## config.mk

```make
export PLATFORM = sky130hd
export DESIGN_NAME = aluTop
export DESIGN_NICKNAME = d
export VERILOG_FILES = /design/src/logic/aluPkg.sv /design/src/logic/aluDecoder.sv /design/src/logic/aluAdder.sv /design/src/logic/aluLogicUnit.sv /design/src/logic/aluShifter.sv /design/src/logic/aluResultSel.sv /design/src/logic/aluApbRegs.sv /design/src/logic/aluTop.sv
export SDC_FILE = /design/constraint.sdc
export NUM_CORES = 1
export LEC_CHECK = 0
export CORE_ASPECT_RATIO = 0.75
export CORE_UTILIZATION = 30
export DETAILED_ROUTE_END_ITERATION = 10
export DONT_BUFFER_PORTS = 1
export HOLD_SLACK_MARGIN = 0.15
export SETUP_SLACK_MARGIN = 0.02
export SLEW_MARGIN = 5
export SYNTH_ARGS = -nofsm -noshare
export SYNTH_HDL_FRONTEND = slang
export SYNTH_SLANG_ARGS = --single-unit
```

## constraint.sdc

```tcl
create_clock -name clk -period 6.6 [get_ports clk]
set_input_delay 0.33 -clock clk [delete_from_list [all_inputs] [get_ports clk]]
set_output_delay 0.33 -clock clk [all_outputs]
set_load 0.01 [all_outputs]
```

## src/logic/aluPkg.sv

```systemverilog
/* ALU peripheral shared types */
package aluPkg;

	localparam int dataWidth = 16;	// One word
	localparam int addrWidth = 8;

	// Register map, byte offsets
	localparam logic [addrWidth-1:0] addrA      = 8'h00;
	localparam logic [addrWidth-1:0] addrB      = 8'h04;
	localparam logic [addrWidth-1:0] addrCmd    = 8'h08;
	localparam logic [addrWidth-1:0] addrResult = 8'h0C;
	localparam logic [addrWidth-1:0] addrFlags  = 8'h10;

	typedef enum logic [4:0] {
		opAdd  = 5'b00010,
		opAdc  = 5'b00100,
		opCmp  = 5'b00111,
		opSub  = 5'b01010,
		opSuc  = 5'b01100,
		opAnd  = 5'b10000,
		opOr   = 5'b10001,
		opNot  = 5'b10010,
		opXor  = 5'b10011,
		opLui  = 5'b10100,
		opLli  = 5'b10101,
		opNand = 5'b10110,
		opNor  = 5'b10111,
		opNop  = 5'b11000,
		opNeg  = 5'b11010,
		opAsr  = 5'b11100,
		opLsr  = 5'b11101,
		opLsl  = 5'b11111
	} aluOpE;

	// Same as the low three opcode bits of the logic group
	typedef enum logic [2:0] {
		logAnd  = 3'b000,
		logOr   = 3'b001,
		logNot  = 3'b010,
		logXor  = 3'b011,
		logNand = 3'b110,
		logNor  = 3'b111
	} logicOpE;

	typedef enum logic [1:0] {
		selAdder,
		selLogic,
		selShift,
		selNone
	} resSelE;

	typedef struct packed {
		logic c;
		logic v;
		logic n;
		logic z;
	} aluFlagsT;

	typedef struct packed {
		logic [3:0] imm4;	// pwdata 8:5
		aluOpE      opcode;	// pwdata 4:0
	} aluCmdT;

	typedef struct packed {
		resSelE     resSel;
		logic       sub;
		logic       zeroA;
		logic       cinSlice;
		logicOpE    logicOp;
		logic       shL;
		logic       shArith;
		logic [3:0] shAmt;	// Sh8 Sh4 Sh2 Sh1
		logic       shB;
		logic       lli;
		logic       writeResult;
		logic       setCV;
	} aluCtrlT;

	typedef struct packed {
		logic                 psel;
		logic                 penable;
		logic                 pwrite;
		logic [addrWidth-1:0] paddr;
		logic [dataWidth-1:0] pwdata;
	} apbReqT;

	typedef struct packed {
		logic [dataWidth-1:0] prdata;
		logic                 pready;
		logic                 pslverr;
	} apbRspT;

endpackage

```

## src/logic/aluDecoder.sv

```systemverilog
/* ALU opcode decoder */
`timescale 1ns/1ns

module aluDecoder (
	input  aluPkg::aluCmdT  cmd,
	input  logic            carry,
	output aluPkg::aluCtrlT ctrl
);
	import aluPkg::*;

	logic useCarry;	// ADC and SUC chain the stored carry

	always_comb
	begin
		ctrl = '0;
		ctrl.resSel = selNone;
		ctrl.logicOp = logAnd;
		ctrl.writeResult = 1'b1;
		useCarry = 1'b0;

		case (cmd.opcode)
			opAdd, opAdc, opSub, opSuc, opCmp, opNeg:
			begin
				ctrl.resSel = selAdder;
				ctrl.setCV = 1'b1;
				ctrl.sub = cmd.opcode inside {opSub, opSuc, opCmp, opNeg};
				ctrl.zeroA = (cmd.opcode == opNeg);	// 0 - B
				useCarry = cmd.opcode inside {opAdc, opSuc};
				ctrl.writeResult = (cmd.opcode != opCmp);	// CMP sets flags only
			end

			opAnd, opOr, opXor, opNot, opNand, opNor:
			begin
				ctrl.resSel = selLogic;
				ctrl.logicOp = logicOpE'(cmd.opcode[2:0]);
			end

			opLsl, opLsr, opAsr:
			begin
				ctrl.resSel = selShift;
				ctrl.shL = (cmd.opcode == opLsl);
				ctrl.shArith = (cmd.opcode == opAsr);
				ctrl.shAmt = cmd.imm4;
			end

			opLui:
			begin
				// High byte of B brought down
				ctrl.resSel = selShift;
				ctrl.shB = 1'b1;
				ctrl.shAmt = 4'b1000;	// Sh8 only
			end

			opLli:
			begin
				ctrl.resSel = selShift;
				ctrl.lli = 1'b1;
			end

			default: ctrl.writeResult = 1'b0;	// NOP and unused codes
		endcase

		// Carry in is the stored carry or the +1 of a subtract
		ctrl.cinSlice = useCarry ? carry : ctrl.sub;
	end

endmodule

```

## src/logic/aluAdder.sv

```systemverilog
/* Adder and subtractor */
`timescale 1ns/1ns

module aluAdder (
	input  logic [aluPkg::dataWidth-1:0] a,
	input  logic [aluPkg::dataWidth-1:0] b,
	input  aluPkg::aluCtrlT              ctrl,
	output logic [aluPkg::dataWidth-1:0] sum,
	output logic                         cout,
	output logic                         ovf
);
	import aluPkg::*;

	logic [dataWidth-1:0] opA;	// A side, zero for NEG
	logic [dataWidth-1:0] opB;	// B or its inverse

	assign opA = ctrl.zeroA ? '0 : a;
	assign opB = ctrl.sub ? ~b : b;

	assign {cout, sum} = {1'b0, opA} + {1'b0, opB}
		+ {{dataWidth{1'b0}}, ctrl.cinSlice};

	// Like-signed operands giving an opposite-signed sum
	assign ovf = (opA[dataWidth-1] == opB[dataWidth-1])
		&& (sum[dataWidth-1] != opA[dataWidth-1]);

endmodule

```

## src/logic/aluLogicUnit.sv

```systemverilog
/* Bitwise logic unit */
`timescale 1ns/1ns

module aluLogicUnit (
	input  logic [aluPkg::dataWidth-1:0] a,
	input  logic [aluPkg::dataWidth-1:0] b,
	input  aluPkg::aluCtrlT              ctrl,
	output logic [aluPkg::dataWidth-1:0] y
);
	import aluPkg::*;

	always_comb
	begin
		case (ctrl.logicOp)
			logAnd:  y = a & b;
			logOr:   y = a | b;
			logXor:  y = a ^ b;
			logNot:  y = ~a;	// B ignored
			logNand: y = ~(a & b);
			logNor:  y = ~(a | b);
			default: y = '0;
		endcase
	end

endmodule

```

## src/logic/aluShifter.sv

```systemverilog
/* Barrel shifter and byte loads */
`timescale 1ns/1ns

module aluShifter (
	input  logic [aluPkg::dataWidth-1:0] a,
	input  logic [aluPkg::dataWidth-1:0] b,
	input  aluPkg::aluCtrlT              ctrl,
	output logic [aluPkg::dataWidth-1:0] y
);
	import aluPkg::*;

	logic [dataWidth-1:0] src;	// A, or B for LUI
	logic [dataWidth-1:0] st1;
	logic [dataWidth-1:0] st2;
	logic [dataWidth-1:0] st4;
	logic [dataWidth-1:0] st8;
	logic                 fill;	// Bit shifted in on the right shifts

	assign src = ctrl.shB ? b : a;
	assign fill = ctrl.shArith ? a[dataWidth-1] : 1'b0;

	// Four cascaded stages, one per bit of shAmt
	always_comb
	begin
		st1 = src;
		if (ctrl.shAmt[0])
			st1 = ctrl.shL ? {src[14:0], 1'b0} : {fill, src[15:1]};

		st2 = st1;
		if (ctrl.shAmt[1])
			st2 = ctrl.shL ? {st1[13:0], 2'b00} : {{2{fill}}, st1[15:2]};

		st4 = st2;
		if (ctrl.shAmt[2])
			st4 = ctrl.shL ? {st2[11:0], 4'h0} : {{4{fill}}, st2[15:4]};

		st8 = st4;
		if (ctrl.shAmt[3])
			st8 = ctrl.shL ? {st4[7:0], 8'h00} : {{8{fill}}, st4[15:8]};
	end

	assign y = ctrl.lli ? {8'h00, b[7:0]} : st8;	// LLI bypasses the stages

endmodule

```

## src/logic/aluResultSel.sv

```systemverilog
/* Result select and flags */
`timescale 1ns/1ns

module aluResultSel (
	input  logic [aluPkg::dataWidth-1:0] sum,
	input  logic                         cout,
	input  logic                         ovf,
	input  logic [aluPkg::dataWidth-1:0] logicY,
	input  logic [aluPkg::dataWidth-1:0] shiftY,
	input  aluPkg::aluCtrlT              ctrl,
	input  aluPkg::aluFlagsT             flags,
	output logic [aluPkg::dataWidth-1:0] result,
	output aluPkg::aluFlagsT             nextFlags
);
	import aluPkg::*;

	logic keepAll;	// NOP and byte loads leave every flag alone

	assign keepAll = (ctrl.resSel == selNone) || ctrl.lli || ctrl.shB;

	always_comb
	begin
		case (ctrl.resSel)
			selAdder: result = sum;
			selLogic: result = logicY;
			selShift: result = shiftY;
			default:  result = '0;
		endcase

		nextFlags = flags;
		if (!keepAll)
		begin
			nextFlags.n = result[dataWidth-1];
			nextFlags.z = (result == '0);
		end

		// C and V only move on arithmetic
		if (ctrl.setCV)
		begin
			nextFlags.c = cout;
			nextFlags.v = ovf;
		end
	end

endmodule

```

## src/logic/aluApbRegs.sv

```systemverilog
/* APB register block */
`timescale 1ns/1ns

module aluApbRegs (
	input  logic                         clk,
	input  logic                         arstN,
	input  aluPkg::apbReqT               apbReq,
	output aluPkg::apbRspT               apbRsp,
	output logic [aluPkg::dataWidth-1:0] a,
	output logic [aluPkg::dataWidth-1:0] b,
	output aluPkg::aluCmdT               cmd,
	output aluPkg::aluFlagsT             flags,
	input  logic [aluPkg::dataWidth-1:0] result,
	input  aluPkg::aluFlagsT             nextFlags,
	input  logic                         writeResult
);
	import aluPkg::*;

	typedef enum logic {
		stIdle,
		stCmdWait	// Second access cycle of a command write
	} regStateE;

	regStateE             state;
	logic [dataWidth-1:0] resultReg;
	logic [dataWidth-1:0] rdData;
	logic                 access;	// psel and penable
	logic                 hitA;
	logic                 hitB;
	logic                 hitCmd;
	logic                 hitResult;
	logic                 hitFlags;
	logic                 badAddr;
	logic                 cmdWrite;
	logic                 done;	// Transfer completes this edge
	logic                 slvErr;

	assign access = apbReq.psel && apbReq.penable;

	assign hitA = (apbReq.paddr == addrA);
	assign hitB = (apbReq.paddr == addrB);
	assign hitCmd = (apbReq.paddr == addrCmd);
	assign hitResult = (apbReq.paddr == addrResult);
	assign hitFlags = (apbReq.paddr == addrFlags);
	assign badAddr = !(hitA || hitB || hitCmd || hitResult || hitFlags);

	assign cmdWrite = access && apbReq.pwrite && hitCmd;
	assign done = access && !(cmdWrite && (state == stIdle));	// One wait on commands
	assign slvErr = done && (badAddr || (apbReq.pwrite && (hitResult || hitFlags)));

	// Reads have no side effect
	always_comb
	begin
		rdData = '0;
		if (access && !apbReq.pwrite)
		begin
			case (apbReq.paddr)
				addrA:      rdData = a;
				addrB:      rdData = b;
				addrCmd:    rdData[$bits(aluCmdT)-1:0] = cmd;
				addrResult: rdData = resultReg;
				addrFlags:  rdData[$bits(aluFlagsT)-1:0] = flags;
				default:    rdData = '0;
			endcase
		end
	end

	assign apbRsp = '{prdata: rdData, pready: done, pslverr: slvErr};

	always_ff @(posedge clk or negedge arstN)
	begin
		if (!arstN)
		begin
			state <= stIdle;
			a <= '0;
			b <= '0;
			cmd <= '{imm4: 4'h0, opcode: opNop};
			resultReg <= '0;
			flags <= '0;
		end
		else
		begin
			if (done && apbReq.pwrite && hitA)
				a <= apbReq.pwdata;
			if (done && apbReq.pwrite && hitB)
				b <= apbReq.pwdata;

			case (state)
				stIdle:
				begin
					if (cmdWrite)
					begin
						cmd <= aluCmdT'(apbReq.pwdata[$bits(aluCmdT)-1:0]);
						state <= stCmdWait;
					end
				end
				stCmdWait:
				begin
					// Datapath now sees the new command
					if (writeResult)
						resultReg <= result;
					flags <= nextFlags;
					state <= stIdle;
				end
				default: state <= stIdle;
			endcase
		end
	end

endmodule

```

## src/logic/aluTop.sv

```systemverilog
/* ALU peripheral top */
`timescale 1ns/1ns

module aluTop (
	input  logic           clk,
	input  logic           arstN,
	input  aluPkg::apbReqT apbReq,
	output aluPkg::apbRspT apbRsp
);
	import aluPkg::*;

	logic [dataWidth-1:0] a;
	logic [dataWidth-1:0] b;
	aluCmdT               cmd;
	aluFlagsT             flags;
	aluFlagsT             nextFlags;
	aluCtrlT              ctrl;
	logic [dataWidth-1:0] sum;
	logic                 cout;
	logic                 ovf;
	logic [dataWidth-1:0] logicY;
	logic [dataWidth-1:0] shiftY;
	logic [dataWidth-1:0] result;

	aluApbRegs aluApbRegs_inst (
		.clk         (clk),
		.arstN       (arstN),
		.apbReq      (apbReq),
		.apbRsp      (apbRsp),
		.a           (a),
		.b           (b),
		.cmd         (cmd),
		.flags       (flags),
		.result      (result),
		.nextFlags   (nextFlags),
		.writeResult (ctrl.writeResult)
	);

	aluDecoder aluDecoder_inst (
		.cmd   (cmd),
		.carry (flags.c),	// Stored carry for ADC and SUC
		.ctrl  (ctrl)
	);

	aluAdder aluAdder_inst (
		.a    (a),
		.b    (b),
		.ctrl (ctrl),
		.sum  (sum),
		.cout (cout),
		.ovf  (ovf)
	);

	aluLogicUnit aluLogicUnit_inst (
		.a    (a),
		.b    (b),
		.ctrl (ctrl),
		.y    (logicY)
	);

	aluShifter aluShifter_inst (
		.a    (a),
		.b    (b),
		.ctrl (ctrl),
		.y    (shiftY)
	);

	aluResultSel aluResultSel_inst (
		.sum       (sum),
		.cout      (cout),
		.ovf       (ovf),
		.logicY    (logicY),
		.shiftY    (shiftY),
		.ctrl      (ctrl),
		.flags     (flags),
		.result    (result),
		.nextFlags (nextFlags)
	);

endmodule

```

==> results.md <==
* I/O pins at between 40 and 50
* Wire length of the first global-routing pass at ~50000 um
* Maxcap violations at 0
* Placed Cells incl. Taps at 1220
* CP Max Fanout at 25
* Clock slew seen by the registers of the worst setup and hold paths at 0.05 ns
* Setup violators final at 0
* Final #Nets at around 1000
* Int Pwr at about 770 uW
* Post-synth top area share at 20.7%
* Vias in the first global route at 7413
* Worst Hold End: aluApbRegs_inst.state
* Drt first pass iters at 6
* Fin cells at between 1000 and 1500
* Synth Warn # at 0
* Clock root buffer master: clkbuf_16
* CP Data Required Time at ~7 ns
* Commonest cells in the synthesized netlist: nand2_1 (107), o21ai_0 (100), nor2_1 (96)
* Global route total overflow at 0
* # DRC at 0
* Leak at approximately 3.1 nW
* CTS sink count at between 60 and 70
* Die width at between 150 and 200 um
* Synth unique cells at between 90 and 100
* Worst R2R Start: aluApbRegs_inst.cmd[3]
* CP Launch Type: flip-flop
* DP Area at 0.00746 sq mm
* CTS buffer count at 9
* Via Count at approximately 8000
* Overall Power at roughly 1.1 mW
* Fin crit share at approximately three quarters
* Setup TNS at 0 ns
* Switching Fraction at roughly 28%
* Final hold violations at 0
* Top_reg_cell synth: dfrtp_1
* RSZ-0062 raised after global routing: no
* Worst hold path type: primary input to flip-flop
* Setup WS post-layout at around 1.5 ns
* Clock share of power at a little under half
* Num rows at 48
* R2r endpoint: aluApbRegs_inst.flags[0]
* Proportion of layout cells with a drive suffix above 1 at approximately 9%
* Die Y at around 140 um
* Min-Delay Path Depth at 2
* Dominant cell type by area after synthesis: dfrtp_1
* Yosys reg bits at 62
* Layout Skew at just under 0.006 ns
* TritonCTS clock tree: yes
* Worst skew pair latency at ~0.35 ns
* Sequential area share after synthesis at 21.4%
* Count of pins over their slew limit at 0
* Final WL at approximately 33000 um
* Vias per cell at between 6 and 7
* Port Buffers at 0
* Post-route ant nets at 0
* CTS Hold Buffers Added at 21
* Initial DRC count at roughly 1300
* HPWL Detailed at between 20000 and 30000 um
* Core footprint at between 0.02 and 0.025 sq mm
* Cell count after synthesis at about 970
* Sequential power share at about two fifths
* Layout area overhead at 10.0%
* Gr usage total at a little over a quarter
* Design area at about 0.008 sq mm
* Max Freq at 197 MHz
* CP startpoint: aluApbRegs_inst.cmd[3]
* Status: finished clean
* Period minus WS final at a little over 5 ns
* Reg2Reg Setup Slack at 1.53 ns
* Most common cell in the netlist: nand2_1
* Worst reg-to-reg path cell count at 18
* Fillcell total at roughly 2500
* CP Data Arrival Time at 5.35 ns
* Pin count of the biggest net entering global routing at 63
* Clock tree buffer depth at 2
* Initial Util at a little under a third
* CTS H-tree lvls at 3
* Rel. slew slack at around 15%
* Setup Buffers After CTS at 0
* Hold path start: apbReq[19]
* Top cells by area, synth: dfrtp_1 (21%), ha_1 (8.1%), o21ai_0 (6.9%)
* DR WL/cell at around 26 um
* Post-synth ARST share at 100%
* Die Area at roughly 0.025 sq mm
* Initial antenna violation count at 2
* Post-Syn Area at 0.00726 sq mm
* Worst vdd ir at 0.0998 mV
* Post-Syn Nets at around 1000
* Psw at between 300 and 400 uW
* CP Capture Type: flip-flop
* CP Class: flip-flop to flip-flop
* Number of synthesized flops with an enable pin at 0
* Routability cong. at around 1.1
* DP Worst Slack at between 1.5 and 2 ns
* Post-CTS resize count at 0
* Mapped Avg Cell Area at 7.52 sq um
* Diode count at 0
* Combinational Power Share at approximately 16%
* Cell Pwr Density at 134 mW/mm^2
* Worst-margin pin slew at between 1 and 1.5 ns
## sequential cells by signal (all words and copies together) (netlist names)
register,count
aluApbRegs_inst.flags,4
aluApbRegs_inst.a,16
aluApbRegs_inst.state,1
aluApbRegs_inst.b,16
aluApbRegs_inst.resultReg,16
aluApbRegs_inst.cmd,9
## final cells by class
| cell class | count | area (sq um) | share of cell area (%) |
|---|---|---|---|
| Multi-Input combinational cell | 795 | 5220 | 65.4 |
| Inverter | 45 | 169 | 2.11 |
| Tap cell | 300 | 375 | 4.70 |
| Sequential cell | 62 | 1550 | 19.5 |
| Clock inverter | 3 | 42.5 | 0.533 |
| Timing Repair Buffer | 39 | 363 | 4.54 |
| Clock buffer | 13 | 260 | 3.26 |
## power by group through the flow
stage | logic [mW] | clock network [mW] | registers, mW
after floorplan | 0.116 | 0 | 0.401
after global placement | 0.147 | 0 | 0.414
after detailed placement | 0.146 | 0 | 0.414
after CTS | 0.169 | 0.495 | 0.407
after global routing | 0.188 | 0.513 | 0.409
final | 0.174 | 0.486 | 0.409
## cells by family (layout without fill, tap and decap cells)
kind of cell               count (synthesis)  in the layout  share of synthesized area (%)
DFF                                       62             62                           21.4
buffers and inverters                    108            100                           7.15
xor gates and xnor gates                  28             28                           3.38
AOI/OAI and AO/OA                        328            328                           29.5
muxes                                     39             39                           6.57
adders and majority gates                 49             49                           8.65
and+or+nand+nor                          351            351                           23.3
## cells in the final DEF (no fill, tap or decap), drive strengths merged, types with 10 or more instances in the layout
master       synthesis  final
o211ai              12     12
mux2i               15     15
nor2                97     97
ha                  47     47
a31oi               28     28
o22ai               10     10
a211oi              10     10
mux2                19     19
dfrtp               60     60
nand3               33     33
nor2b               11     11
dlygate4sd3          0     20
o21ai              104    104
and3                10     10
a21oi               65     65
buf                 36     19
nand2              108    108
clkbuf              27     13
xnor2               25     25
nor3                34     34
inv                 45     45
## per-layer routing
layer	track usage [%]	vias to the layer above	part of all wire, %
li1	-	3551	-
met4	8.29	2	2.5
met5	0	-	0.039
met2	38.4	529	40
met1	37.6	3978	44
met3	9.29	57	13
## through the flow
stage               util, %  hold slack [ns]
global placement       31.9           0.0361
CTS                    34.2            0.305
global route           34.2            0.316
finish                 34.2            0.326
floorplan                 -           0.0344
detailed placement     31.9           0.0361
## critical path: stages, from the launching register on
cell and delay, ns:
dfstp_2 0.84, or2b_1 0.30, nor3_1 0.10, a31oi_2 0.16, buf_4 0.30, xnor2_1 0.17
fa_1 0.26, inv_1 0.08, fa_1 0.45, nor2b_1 0.16, o31a_1 0.18, nor3_1 0.06
o21ai_0 0.28, a31oi_1 0.17, xnor2_1 0.16, a211o_1 0.31, or4_1 0.51, nor4_1 0.29
a32o_1 0.20
## how the worst max path moves through the flow
stage / end
6_report: aluApbRegs_inst.flags[0]
5_1_grt: aluApbRegs_inst.flags[0]
3_5_place_dp: aluApbRegs_inst.flags[0]
4_1_cts: aluApbRegs_inst.flags[0]
2_1_floorplan: aluApbRegs_inst.flags[0]
3_3_place_gp: aluApbRegs_inst.flags[0]
No activity file was read; power rests on OpenSTA's default activity.
